<file path="src/common/trellis_consts.svh">
// register map and sizing constants; DAC_SCLK_DIV must be even and at least 4
`ifndef TRELLIS_CONSTS_SVH
`define TRELLIS_CONSTS_SVH

// version register contents
`define TRELLIS_VERSION   16'h0032

// core reset length in ck933 cycles
`define RESET_STRETCH     6

// serial port, ck933 cycles per sclk period
`define DAC_SCLK_DIV      4
`define DAC_WORD_BITS     16

// number of DAC channels
`define DAC_NUM           3

// code driven when a channel is off
`define DAC_MIDSCALE      14'h2000

// misc space
`define MISC_VERSION_OFS  8'h00
`define MISC_RESET_OFS    8'h02

// dac serial space
`define DAC_SEL_OFS       8'h00
`define DAC_DATA_OFS      8'h02
`define DAC_STATUS_OFS    8'h04

// dac output space
`define DAC_OUT_EN_OFS    8'h00

`endif

</file>
<file path="src/common/trellis_pkg.sv">
// shared bus, sample and code types; widths are fixed here and must track the register map
`default_nettype none

package trellis_pkg;

  // **************************************************
  // host register bus
  // **************************************************

  typedef logic [11:0] reg_addr_t;    // byte address, bit 0 unused
  typedef logic [15:0] reg_data_t;
  typedef logic [7:0]  reg_offset_t;  // offset inside one space

  // decoded from paddr[11:8]
  typedef enum logic [1:0] {
    SPACE_MISC       = 2'd0,
    SPACE_DAC_SERIAL = 2'd1,
    SPACE_DAC_OUT    = 2'd2,
    SPACE_NONE       = 2'd3
  } reg_space_e;

  // **************************************************
  // sample path
  // **************************************************

  typedef logic signed [17:0] dac_sample_t;  // two's complement from demod
  typedef logic [13:0]        dac_code_t;    // offset binary at the pins

endpackage

`default_nettype wire

</file>
<file path="src/dac_out/dac_out_bank.sv">
// samples are taken only on their sync strobe; the low four sample bits are dropped
`default_nettype none

`include "trellis_consts.svh"

module dac_out_bank (
  input  logic                                     ck933,
  input  logic                                     rs_i,
  input  logic                                     sel_i,
  input  logic                                     reg_wr_i,
  input  trellis_pkg::reg_offset_t                 reg_offset_i,
  input  trellis_pkg::reg_data_t                   reg_wdata_i,
  output trellis_pkg::reg_data_t                   rdata_o,
  input  trellis_pkg::dac_sample_t [`DAC_NUM-1:0]  dac_sample_i,
  input  logic [`DAC_NUM-1:0]                      dac_sync_i,
  output trellis_pkg::dac_code_t [`DAC_NUM-1:0]    dac_d_o
);

  import trellis_pkg::*;

  localparam int SW = $bits(dac_sample_t);
  localparam int CW = $bits(dac_code_t);

  logic [`DAC_NUM-1:0] en_q;  // one bit per channel

  // **************************************************
  // enable register
  // **************************************************

  always_ff @(posedge ck933 or posedge rs_i) begin
    if (rs_i) begin
      en_q <= '0;
    end else if (sel_i && reg_wr_i && (reg_offset_i == `DAC_OUT_EN_OFS)) begin
      en_q <= reg_wdata_i[`DAC_NUM-1:0];
    end
  end

  always_comb begin
    rdata_o = '0;
    if (reg_offset_i == `DAC_OUT_EN_OFS) begin
      rdata_o[`DAC_NUM-1:0] = en_q;
    end
  end

  // **************************************************
  // output registers
  // **************************************************

  for (genvar n = 0; n < `DAC_NUM; n++) begin : g_chan
    dac_code_t code;

    // flip the sign bit for offset binary, top CW bits of the sample
    always_comb begin
      if (en_q[n]) begin
        code = {~dac_sample_i[n][SW-1], dac_sample_i[n][SW-2 -: CW-1]};
      end else begin
        code = `DAC_MIDSCALE;  // channel off
      end
    end

    always_ff @(posedge ck933 or posedge rs_i) begin
      if (rs_i) begin
        dac_d_o[n] <= `DAC_MIDSCALE;
      end else if (dac_sync_i[n]) begin
        dac_d_o[n] <= code;  // holds between strobes
      end
    end
  end

endmodule

`default_nettype wire

</file>
<file path="src/dac_serial/dac_serial_port.sv">
// write-only serial port, select 3 sends the word with no chip select and sclk held low
`default_nettype none

`include "trellis_consts.svh"

module dac_serial_port (
  input  logic                     ck933,
  input  logic                     rs_i,
  input  logic                     sel_i,
  input  logic                     reg_wr_i,
  input  trellis_pkg::reg_offset_t reg_offset_i,
  input  trellis_pkg::reg_data_t   reg_wdata_i,
  output trellis_pkg::reg_data_t   rdata_o,
  output logic [`DAC_NUM-1:0]      dac_n_cs_o,
  output logic                     dac_sclk_o,
  output logic                     dac_sdio_o
);

  localparam int DIV   = `DAC_SCLK_DIV;
  localparam int DIV_W = $clog2(DIV);
  localparam int HALF  = DIV / 2;
  localparam int WORD  = `DAC_WORD_BITS;
  localparam int BIT_W = $clog2(WORD);
  localparam int SEL_W = $clog2(`DAC_NUM);

  logic [SEL_W-1:0]    dac_sel;
  logic [WORD-1:0]     dac_data;   // last word written, for read back
  logic [WORD-1:0]     shreg;
  logic                busy;
  logic [DIV_W-1:0]    div;        // phase inside one sclk period
  logic [BIT_W-1:0]    bit_cnt;    // bits left after the current one
  logic [`DAC_NUM-1:0] cs_mask_n;  // chip selects for the current dac_sel
  logic                div_last;
  logic                sel_ok;
  logic                start;

  assign div_last = (div == DIV_W'(DIV - 1));
  assign sel_ok   = ~&dac_n_cs_o;  // a DAC is actually selected
  assign start    = sel_i & reg_wr_i & (reg_offset_i == `DAC_DATA_OFS) & ~busy;

  always_comb begin
    for (int n = 0; n < `DAC_NUM; n++) begin
      cs_mask_n[n] = (dac_sel != SEL_W'(n));
    end
  end

  // **************************************************
  // config registers
  // **************************************************

  always_ff @(posedge ck933 or posedge rs_i) begin
    if (rs_i) begin
      dac_sel  <= '0;
      dac_data <= '0;
    end else if (sel_i && reg_wr_i) begin
      if (reg_offset_i == `DAC_SEL_OFS) begin
        dac_sel <= reg_wdata_i[SEL_W-1:0];
      end
      if (start) begin
        dac_data <= reg_wdata_i[WORD-1:0];  // held while busy
      end
    end
  end

  // **************************************************
  // shifter
  // **************************************************

  // sclk high for phases 1..HALF, sdio moves at the wrap while sclk is low
  always_ff @(posedge ck933 or posedge rs_i) begin
    if (rs_i) begin
      busy       <= 1'b0;
      div        <= '0;
      bit_cnt    <= '0;
      dac_n_cs_o <= '1;
      dac_sclk_o <= 1'b0;
      dac_sdio_o <= 1'b0;
    end else if (start) begin
      busy       <= 1'b1;
      div        <= '0;
      bit_cnt    <= BIT_W'(WORD - 1);
      dac_n_cs_o <= cs_mask_n;
      dac_sclk_o <= 1'b0;
      dac_sdio_o <= reg_wdata_i[WORD-1];  // MSB first
    end else if (busy) begin
      div        <= div_last ? '0 : div + 1'b1;
      dac_sclk_o <= sel_ok && (div < DIV_W'(HALF));
      if (div_last) begin
        if (bit_cnt == '0) begin
          busy       <= 1'b0;  // cs rises one cycle after the last fall
          dac_n_cs_o <= '1;
          dac_sdio_o <= 1'b0;
        end else begin
          bit_cnt    <= bit_cnt - 1'b1;
          dac_sdio_o <= shreg[WORD-2];
        end
      end
    end
  end

  // data path only
  always_ff @(posedge ck933) begin
    if (start) begin
      shreg <= reg_wdata_i[WORD-1:0];
    end else if (busy && div_last) begin
      shreg <= shreg << 1;
    end
  end

  always_comb begin
    rdata_o = '0;
    case (reg_offset_i)
      `DAC_SEL_OFS:    rdata_o[SEL_W-1:0] = dac_sel;
      `DAC_DATA_OFS:   rdata_o[WORD-1:0]  = dac_data;
      `DAC_STATUS_OFS: rdata_o[0]         = busy;
      default:         rdata_o = '0;
    endcase
  end

endmodule

`default_nettype wire

</file>
<file path="src/design/apb_decode.sv">
// purely combinational, no pready; every access completes in its first access cycle
`default_nettype none

module apb_decode (
  input  logic                     psel_i,
  input  logic                     penable_i,
  input  logic                     pwrite_i,
  input  trellis_pkg::reg_addr_t   paddr_i,
  input  trellis_pkg::reg_data_t   pwdata_i,
  input  trellis_pkg::reg_data_t   misc_rdata_i,
  input  trellis_pkg::reg_data_t   ser_rdata_i,
  input  trellis_pkg::reg_data_t   out_rdata_i,
  output trellis_pkg::reg_data_t   prdata_o,
  output logic                     pslverr_o,
  output logic                     reg_wr_o,
  output trellis_pkg::reg_offset_t reg_offset_o,
  output trellis_pkg::reg_data_t   reg_wdata_o,
  output logic                     misc_sel_o,
  output logic                     ser_sel_o,
  output logic                     out_sel_o
);

  import trellis_pkg::*;

  reg_space_e space;
  logic       access;  // second cycle of the transfer

  // space from the upper address nibble
  always_comb begin
    case (paddr_i[11:8])
      4'd0:    space = SPACE_MISC;
      4'd1:    space = SPACE_DAC_SERIAL;
      4'd2:    space = SPACE_DAC_OUT;
      default: space = SPACE_NONE;
    endcase
  end

  assign access = psel_i & penable_i;

  assign misc_sel_o = psel_i & (space == SPACE_MISC);
  assign ser_sel_o  = psel_i & (space == SPACE_DAC_SERIAL);
  assign out_sel_o  = psel_i & (space == SPACE_DAC_OUT);

  // blocks qualify the strobe with their own select
  assign reg_wr_o     = access & pwrite_i;
  assign reg_offset_o = paddr_i[7:0];
  assign reg_wdata_o  = pwdata_i;

  // **************************************************
  // read mux and error
  // **************************************************

  always_comb begin
    prdata_o = '0;
    if (psel_i) begin
      case (space)
        SPACE_MISC:       prdata_o = misc_rdata_i;
        SPACE_DAC_SERIAL: prdata_o = ser_rdata_i;
        SPACE_DAC_OUT:    prdata_o = out_rdata_i;
        default:          prdata_o = '0;  // unmapped reads zero
      endcase
    end
  end

  assign pslverr_o = access & (space == SPACE_NONE);  // reads and writes alike

endmodule

`default_nettype wire

</file>
<file path="src/design/misc_regs.sv">
// any write to the reset offset restarts the stretch, the written data is ignored
`default_nettype none

`include "trellis_consts.svh"

module misc_regs (
  input  logic                     ck933,
  input  logic                     rs,
  input  logic                     sel_i,
  input  logic                     reg_wr_i,
  input  trellis_pkg::reg_offset_t reg_offset_i,
  input  trellis_pkg::reg_data_t   reg_wdata_i,
  output trellis_pkg::reg_data_t   rdata_o,
  output logic                     core_rst_o
);

  import trellis_pkg::*;

  localparam int CNT_W = $clog2(`RESET_STRETCH + 1);

  logic [CNT_W-1:0] stretch_cnt;  // cycles left after the current one
  logic             soft_rst_wr;

  assign soft_rst_wr = sel_i & reg_wr_i & (reg_offset_i == `MISC_RESET_OFS);

  // **************************************************
  // reset stretcher
  // **************************************************

  // high through rs, then RESET_STRETCH more edges
  always_ff @(posedge ck933 or posedge rs) begin
    if (rs) begin
      core_rst_o  <= 1'b1;
      stretch_cnt <= CNT_W'(`RESET_STRETCH - 1);
    end else if (soft_rst_wr) begin
      core_rst_o  <= 1'b1;  // rises on the write edge
      stretch_cnt <= CNT_W'(`RESET_STRETCH - 1);
    end else if (stretch_cnt != '0) begin
      stretch_cnt <= stretch_cnt - 1'b1;
    end else begin
      core_rst_o <= 1'b0;
    end
  end

  // read back, reset offset shows the stretch still running
  always_comb begin
    rdata_o = '0;
    case (reg_offset_i)
      `MISC_VERSION_OFS: rdata_o = reg_data_t'(`TRELLIS_VERSION);
      `MISC_RESET_OFS:   rdata_o[0] = core_rst_o;
      default:           rdata_o = '0;
    endcase
  end

endmodule

`default_nettype wire

</file>
<file path="src/design/trellis_top.sv">
// zero-wait APB slave; DAC clock pins are not driven here and come from ck933 on the board
`default_nettype none

`include "trellis_consts.svh"

module trellis_top (
  input  logic                                     ck933,
  input  logic                                     rs,
  // host bus
  input  logic                                     psel_i,
  input  logic                                     penable_i,
  input  logic                                     pwrite_i,
  input  trellis_pkg::reg_addr_t                   paddr_i,
  input  trellis_pkg::reg_data_t                   pwdata_i,
  output trellis_pkg::reg_data_t                   prdata_o,
  output logic                                     pslverr_o,
  // samples from the demod
  input  trellis_pkg::dac_sample_t [`DAC_NUM-1:0]  dac_sample_i,
  input  logic [`DAC_NUM-1:0]                      dac_sync_i,
  // DAC pins
  output trellis_pkg::dac_code_t [`DAC_NUM-1:0]    dac_d_o,
  output logic [`DAC_NUM-1:0]                      dac_n_cs_o,
  output logic                                     dac_sclk_o,
  output logic                                     dac_sdio_o,
  output logic                                     dac_rst_o
);

  import trellis_pkg::*;

  logic        reg_wr;
  reg_offset_t reg_offset;
  reg_data_t   reg_wdata;

  logic      misc_sel, ser_sel, out_sel;
  reg_data_t misc_rdata, ser_rdata, out_rdata;

  logic core_rst;  // stretched reset for everything but the bus

  // **************************************************
  // bus decode
  // **************************************************

  apb_decode u_apb_decode (
    .psel_i       (psel_i),
    .penable_i    (penable_i),
    .pwrite_i     (pwrite_i),
    .paddr_i      (paddr_i),
    .pwdata_i     (pwdata_i),
    .misc_rdata_i (misc_rdata),
    .ser_rdata_i  (ser_rdata),
    .out_rdata_i  (out_rdata),
    .prdata_o     (prdata_o),
    .pslverr_o    (pslverr_o),
    .reg_wr_o     (reg_wr),
    .reg_offset_o (reg_offset),
    .reg_wdata_o  (reg_wdata),
    .misc_sel_o   (misc_sel),
    .ser_sel_o    (ser_sel),
    .out_sel_o    (out_sel)
  );

  // **************************************************
  // misc space, version and reset
  // **************************************************

  misc_regs u_misc_regs (
    .ck933        (ck933),
    .rs           (rs),
    .sel_i        (misc_sel),
    .reg_wr_i     (reg_wr),
    .reg_offset_i (reg_offset),
    .reg_wdata_i  (reg_wdata),
    .rdata_o      (misc_rdata),
    .core_rst_o   (core_rst)
  );

  assign dac_rst_o = core_rst;  // DACs share the core reset

  // **************************************************
  // DAC serial config port
  // **************************************************

  dac_serial_port u_dac_serial_port (
    .ck933        (ck933),
    .rs_i         (core_rst),
    .sel_i        (ser_sel),
    .reg_wr_i     (reg_wr),
    .reg_offset_i (reg_offset),
    .reg_wdata_i  (reg_wdata),
    .rdata_o      (ser_rdata),
    .dac_n_cs_o   (dac_n_cs_o),
    .dac_sclk_o   (dac_sclk_o),
    .dac_sdio_o   (dac_sdio_o)
  );

  // **************************************************
  // DAC sample outputs
  // **************************************************

  dac_out_bank u_dac_out_bank (
    .ck933        (ck933),
    .rs_i         (core_rst),
    .sel_i        (out_sel),
    .reg_wr_i     (reg_wr),
    .reg_offset_i (reg_offset),
    .reg_wdata_i  (reg_wdata),
    .rdata_o      (out_rdata),
    .dac_sample_i (dac_sample_i),
    .dac_sync_i   (dac_sync_i),
    .dac_d_o      (dac_d_o)
  );

endmodule

`default_nettype wire

</file>
<file path="config.mk">
export PLATFORM = sky130hd
export DESIGN_NAME = trellis_top
export DESIGN_NICKNAME = d
export VERILOG_FILES = /design/src/common/trellis_pkg.sv /design/src/dac_out/dac_out_bank.sv /design/src/dac_serial/dac_serial_port.sv /design/src/design/apb_decode.sv /design/src/design/misc_regs.sv /design/src/design/trellis_top.sv
export VERILOG_INCLUDE_DIRS = /design/src /design/src/common
export SDC_FILE = /design/constraint.sdc
export NUM_CORES = 1
export LEC_CHECK = 0
export ABC_AREA = 1
export BUFFER_PORTS_ARGS = -buffer_cell sky130_fd_sc_hd__buf_4
export CAP_MARGIN = 0
export CORE_MARGIN = 8
export CORE_UTILIZATION = 53
export DETAILED_ROUTE_END_ITERATION = 6
export PLACE_DENSITY = 0.9
export SKIP_LAST_GASP = 1
export SLEW_MARGIN = 25
export SYNTH_ARGS = -nofsm -noshare
export SYNTH_HDL_FRONTEND = slang
export SYNTH_SLANG_ARGS = --single-unit
</file>
<file path="constraint.sdc">
create_clock -name ck933 -period 6.15 [get_ports ck933]
set_input_delay 0.3075 -clock ck933 [delete_from_list [all_inputs] [get_ports ck933]]
set_output_delay 0.3075 -clock ck933 [all_outputs]
set_load 0.1 [all_outputs]
</file>
==> qor.yml, run 1 <==
drt-total-wl_um: 11100
final_core_util_pct: 71.6
vias_per_cell: 5.16
insertion_delay_ps: 350
drtPass1Iterations: 4
grt_max_degree: 44
die_h_um: 105
power_density_mw_per_mm2: 222
slew-limit-headroom_pct: 56.7
h-tree-depth: 3
vias: 3549
cts_tree: "done"
worstMarginPinSlew_ps: 649
crit_chain: "inv_1 > nand3_2 > buf_4 > nand2_1"
route.detailed.drc: 0
slew_viol_final: 0
grt_pass1_wl_um: 18400
die_x_um: 105
numPortBuffers: 142
track_usage_pct: 20.4
post-place-ws_ps: 3440
skew_ps: 9.88
slowest_delay_ps: 540
tns_ps: 0
grt_pass1_vias: 3857
path_clk_slew_ps: 80
antenna_found_initial: 0
cts_buffers: 9
max_freq_mhz: 413
synthCells: 444
synth-compound-area-share_pct: 14.5
routabilityCongestion: 0.830
rsz0062_at_grt: "false"
drive_gt1_share_pct: 31.2
yosys_warnings: 0
path_max_fanout: 43
status: "completed"
hold_violations: 0
synth.avg_cell_area_um2: 9.38
pin_count: 155
ys_ff_latch: 94
synth_top_family_by_area: "simple AND/OR/NAND/NOR gates"
post-dp-hpwl_um: 8340
setup_viol: 0
layout_min_cycle_time_ps: 2420
power_leakage_nw: 2.78
maxCapViolCount: 0
cp-start-kind: "register"
seq_area_frac_synth_pct: 58.6
required_ps: 6130
path_class: "reg -> reg"
diodes: 0
fin_total_pwr_mw: 1.22
synth_nets: 538
cts.path.max_buffers: 2
critPathSlowestCell: "nand2_1"
wire_per_inst_um: 16.1
cts.sinks: 94
start_util_pct: 54.2
setup_ws_ps: 3730
hold-worst-slack_ps: 90.3
yosys-mux-area-fraction_pct: 0
cp_num_buf_inv: 2
hold_path_class: "in -> reg"
netlist_area_mm2: 0.00416
layout.nets: 675
ir_drop_v: 0.000124
path_delay_family: "simple AND/OR/NAND/NOR gates"
synth-simple-area-share_pct: 17.1
period_share_pct: 39.4
yosys.area.top_type: "dfrtp_1"
core_mm2: 0.00769
drtAntennaViolNets: 0
synth.area.top_cells: "dfrtp_1, edfxtp_1, nand2_1"
grt-ovfl-total: 0
cp.arrival_ps: 2410
die-area_mm2: 0.0109
cts_root_buf: "clkbuf_8"
drt_iter0_markers: 125
endpoint_kind: "register"
area.growth.synth_to_final_pct: 32.2
synthAdderAreaFrac_pct: 1.20
rows: 32
synth_top_area_share_pct: 42.1
yosys.area_share.xor_xnor_pct: 0.210
synth_cell_types: 28
## routing by layer
metal	track usage, %	routed length, µm	vias to the layer above
met5	0	0	-
met4	7.44	172	0
met3	8.60	1170	13
met2	34.9	5510	146
met1	22.1	4210	1670
li1	-	-	1720
## what timing repair did
item                                    in CTS  in global routing
hold buffers                                 1                  0
endpoints found under the hold margin        1                  0
resized for setup                            0                  0
buffers inserted                             0                  0
endpoints found under the setup margin       0                  0
## path summary, 6_finish.rpt
kind / from / end / slack [ps] / depth (start not counted)
worst max-delay path: u_dac_serial_port.busy$_DFF_PP0_ / u_dac_serial_port.shreg[0]$_SDFFCE_PN0P_ / 3730 / 4
worst min-delay path: dac_sample_i[35] / u_dac_out_bank.dac_d_o[27]$_DFFE_PP1P_ / 90 / 2
worst max register to register: u_dac_serial_port.busy$_DFF_PP0_ / u_dac_serial_port.shreg[0]$_SDFFCE_PN0P_ / 3730 / 4
worst min register to register: u_misc_regs.core_rst_o$_DFFE_PP1P_ / u_dac_out_bank.dac_d_o[11]$_DFFE_PP0P_ / 350 / 1
max in group asynchronous: u_misc_regs.core_rst_o$_DFFE_PP1P_ / u_dac_serial_port.dac_n_cs_o[1]$_DFFE_PP1P_ / 4850 / 2
min in group asynchronous: u_misc_regs.core_rst_o$_DFFE_PP1P_ / u_dac_out_bank.dac_d_o[11]$_DFFE_PP0P_ / 350 / 1
## registers in the layout, summed over array words and instances (netlist names)
name,count
u_misc_regs.stretch_cnt,3
u_dac_serial_port.dac_sdio_o,1
u_dac_serial_port.shreg,15
u_dac_serial_port.bit_cnt,4
u_dac_out_bank.en_q,3
u_dac_serial_port.dac_sclk_o,1
u_misc_regs.core_rst_o,1
u_dac_serial_port.div,2
u_dac_serial_port.dac_sel,2
u_dac_out_bank.dac_d_o,42
u_dac_serial_port.dac_n_cs_o,3
u_dac_serial_port.dac_data,16
u_dac_serial_port.busy,1
## area by class of cell
cell class,count,area [µm²]
flip-flops and latches,94,2440
fillers,572,2180
multi-input cells,262,1370
repair buffers,145,1090
inverters,69,260
well taps,102,128
clock buffers,9,124
clock inverters,7,88.8
## power breakdown
group | leakage (nW) | switching (mW) | internal, mW
registers | 1.15 | 0.00661 | 0.649
logic | 1.53 | 0.0675 | 0.0569
clock network | 0.104 | 0.213 | 0.226
total | 2.78 | 0.287 | 0.932
## synth_stat cells, drive strengths merged
master / n
a31oi: 1
clkbuf: 12
inv: 69
nand4: 1
buf: 7
nand3b: 4
dfrtp: 70
a21oi: 8
o211ai: 1
dfstp: 9
xor2: 1
or2: 1
edfxtp: 15
nor2: 29
a22o: 26
and2: 1
o21ai: 60
ha: 4
nor3: 3
nand3: 36
nand2: 86
## cell families (layout without fill, tap and decap cells)
family,Yosys count,count (layout)
AOI/OAI and AO/OA,96,96
adders and majority gates,4,4
buffers and inverters,88,230
and+or+nand+nor,161,161
DFF,94,94
xor gates and xnor gates,1,1
## per-stage QoR
step / std cells / instance area (µm²)
floorplan: 444 / 4160
global placement: 671 / 5280
detailed placement: 671 / 5280
CTS: 688 / 5500
global route: 688 / 5500
finish: 688 / 5500
## layout by cell type (no fill, tap or decap), types with 2 or more instances in the layout
cell type / Yosys / final
nand3_2: 3 / 3
nand2_1: 86 / 86
dfstp_2: 9 / 9
bufinv_16: 0 / 2
o21ai_1: 11 / 11
clkbuf_8: 0 / 9
a22o_1: 26 / 26
nor2_2: 3 / 3
o21ai_0: 43 / 43
nand3_1: 33 / 33
ha_1: 4 / 4
inv_1: 69 / 68
nor2_1: 25 / 25
nor3_1: 2 / 2
o21ai_2: 6 / 6
buf_4: 0 / 144
edfxtp_1: 15 / 15
a21oi_1: 8 / 8
nand3b_1: 4 / 4
clkinv_2: 0 / 2
dfrtp_1: 70 / 70
clkinv_1: 0 / 2
No activity file was read; power rests on OpenSTA's default activity.
==> run 2: changes to the inputs <==
Settings changed: CORE_UTILIZATION 53 to 49, PLACE_DENSITY 0.9 to 0.85.
Clock period 6.15 ns to 2.3 ns, I/O delays scaled along.
==> run 2 against run 1 <==
Against the previous run: combinational power grew to 3.2 times the previous value; clock skew grew 2.6 ps; worst hold slack worse by 76 ps; final cell count increased by 7.7%; clock power increased to 2.7 times the previous value; worst setup slack worse by 3300 ps; count of clock-buffer cells in the layout did not move; register-to-register slack worse by 3000 ps; via count rose by 6.4%; power increased to 2.7 times the previous value; wire length rose by 5.2%; first-iteration DRC count rose by 23%; critical endpoint is now prdata_o[0]; largest cell class unchanged; largest power group unchanged.
==> qor.yml, run 2 (synthesis gave the netlist of run 1 again) <==
status: "completed"
required_ps: 2180  # -3950 ps
drtPass1Iterations: 5  # +1
grt-ovfl-total: 0  # unchanged
route.detailed.drc: 0  # unchanged
slowest_delay_ps: 700  # +160 ps
ir_drop_v: 0.000300  # +140%
skew_ps: 12.5  # +2.64 ps
hold_path_class: "in -> reg"
rows: 33  # +3.1%
path_max_fanout: 16  # -63%
slew_viol_final: 0  # unchanged
insertion_delay_ps: 360  # about the same
power_density_mw_per_mm2: 549  # +150%
numPortBuffers: 142  # unchanged
worstMarginPinSlew_ps: 550  # -98.9 ps
ctsResizeCount: 0  # unchanged
pin_count: 155  # unchanged
finalInstanceArea_mm2: 0.00604  # +9.7%
final_common_cell: "buf_4"
core_mm2: 0.00822  # +6.9%
path_clk_slew_ps: 100  # +20 ps
cp.arrival_ps: 1770  # -640 ps
h-tree-depth: 3  # unchanged
cts.sinks: 94  # unchanged
area.growth.synth_to_final_pct: 45.0
critPathSlowestCell: "dfrtp_1"
vias_per_cell: 5.09  # -1.2%
die-area_mm2: 0.0117  # +6.9%
drive_gt1_share_pct: 30.5  # -0.73 points
mostFrequentLayoutCells: "buf_4, nand2_1, dfrtp_1, inv_1, dlygate4sd3_1"
drt-total-wl_um: 11600  # +5.2%
path_delay_family: "flip-flops"
antenna_found_initial: 0  # unchanged
cts_tree: "done"
vias: 3775  # +6.4%
endpoint_kind: "output port"
period_share_pct: 81.9
diodes: 0  # unchanged
die_x_um: 108  # +3.4%
final_core_util_pct: 73.5  # +1.9 points
hold_violations: 0  # unchanged
cp_num_buf_inv: 2  # unchanged
setup_viol: 0  # unchanged
post-dp-hpwl_um: 7990  # -4.2%
postCtsSetupRepairBufs: 0  # unchanged
layout_min_cycle_time_ps: 1880
drtAntennaViolNets: 0  # unchanged
grt_max_degree: 52  # +18%
largest_register: "u_dac_out_bank.dac_d_o"
placed_area_mm2: 0.00535  # +1.4%
wire_per_inst_um: 15.7  # -2.3%
crit_chain: "nand3_1 > nand2_1 > inv_1 > a21oi_2 > buf_4"
cts_buffers: 9  # unchanged
path_class: "reg -> out"
grt_pass1_wl_um: 19100  # +3.6%
cts.path.max_buffers: 2  # unchanged
slew-limit-headroom_pct: 63.4  # +6.7 points
routabilityCongestion: 0.808  # -2.7%
rsz0062_at_grt: "false"
track_usage_pct: 20.3  # -0.056 points
max_freq_mhz: 531
layout.nets: 725  # +7.4%
hold_depth: 3  # +1
largest_registers: "u_dac_out_bank.dac_d_o: 42 flops, u_dac_serial_port.dac_data: 16 flops, u_dac_serial_port.shreg: 15 flops"
largest_reg_flops: 42  # unchanged
maxCapViolCount: 0  # unchanged
drt_iter0_markers: 154  # +23%
start_util_pct: 50.7  # -3.5 points
reg2regPathDepth: 5  # +1
cp.depth: 5  # +1
power_leakage_nw: 3.00  # +8.0%
grt_pass1_vias: 3869  # +0.31%
cp-start-kind: "register"
die_h_um: 108  # +3.4%
cts_root_buf: "clkbuf_8"
## run 2: cell count changes in the layout (fill, tap and decap cells not counted), sizes merged
cell and delta:
dlygate4sd3 +46, buf +4, inv +4, clkinv -3, bufinv -1
## run 2: repair_timing
item                       CTS  global route
setup endpoints to repair    0             0
hold endpoints to repair    51             0
hold buffers                47             0
## run 2: worst paths after layout
check,slack [ps],end,from
max in group asynchronous,1150,u_dac_serial_port.dac_n_cs_o[1]$_DFFE_PP1P_,u_misc_regs.core_rst_o$_DFFE_PP1P_
setup / recovery,420,prdata_o[0],u_dac_out_bank.en_q[0]$_DFFE_PP0P_
setup reg to reg,770,u_dac_serial_port.shreg[3]$_DFFE_PP_,u_dac_serial_port.busy$_DFF_PP0_
hold / removal,10,u_dac_out_bank.dac_d_o[8]$_DFFE_PP0P_,dac_sample_i[12]
min in group asynchronous,200,u_misc_regs.stretch_cnt[1]$_DFFE_PP0P_,rs
hold reg to reg,340,u_dac_out_bank.dac_d_o[9]$_DFFE_PP0P_,u_misc_regs.core_rst_o$_DFFE_PP1P_
## run 2: area by class of cell
cell class / count / area, µm²
timing repair buffer: 195 / 1590
inverter: 69 / 263
multi-input combinational: 262 / 1390
clock inverter: 7 / 87.6
clock buffer: 9 / 124
sequential: 94 / 2440
fill: 569 / 2180
tap: 105 / 131
## run 2: power breakdown
| group | leakage, nW | switching (mW) | internal [mW] |
|---|---|---|---|
| clock network | 0.108 | 0.641 | 0.530 |
| registers | 1.15 | 0.0191 | 1.73 |
| logic | 1.75 | 0.189 | 0.202 |
| total | 3.00 | 0.848 | 2.47 |
## run 2: stage by stage
stage	setup slack, ps	total power [mW]	hold slack [ps]	std cells	TNS (ps)
after CTS	418	3.33	0.942	741	0
after floorplan	-42.6	1.96	-121	444	-42.6
after detailed placement	657	2.11	11.5	678	0
final	416	3.32	13.9	741	0
after global routing	315	3.44	15.7	741	0
after global placement	702	2.08	8.41	678	0
## run 2: worst reg2reg max path, stage by stage (launching register included)
cell and delay [ps]:
dfrtp_1 480, inv_1 120, nand3_2 240, buf_12 280
nand2_1 80, o21ai_0 80
## run 2: metal layers
layer / routed length, µm / global-route usage [%] / up-vias
met1: 4740 / 23.9 / 1765
met3: 1160 / 7.73 / 15
met4: 147 / 6.54 / 0
met5: 0 / 0 / -
li1: - / - / 1828
met2: 5590 / 33.5 / 167
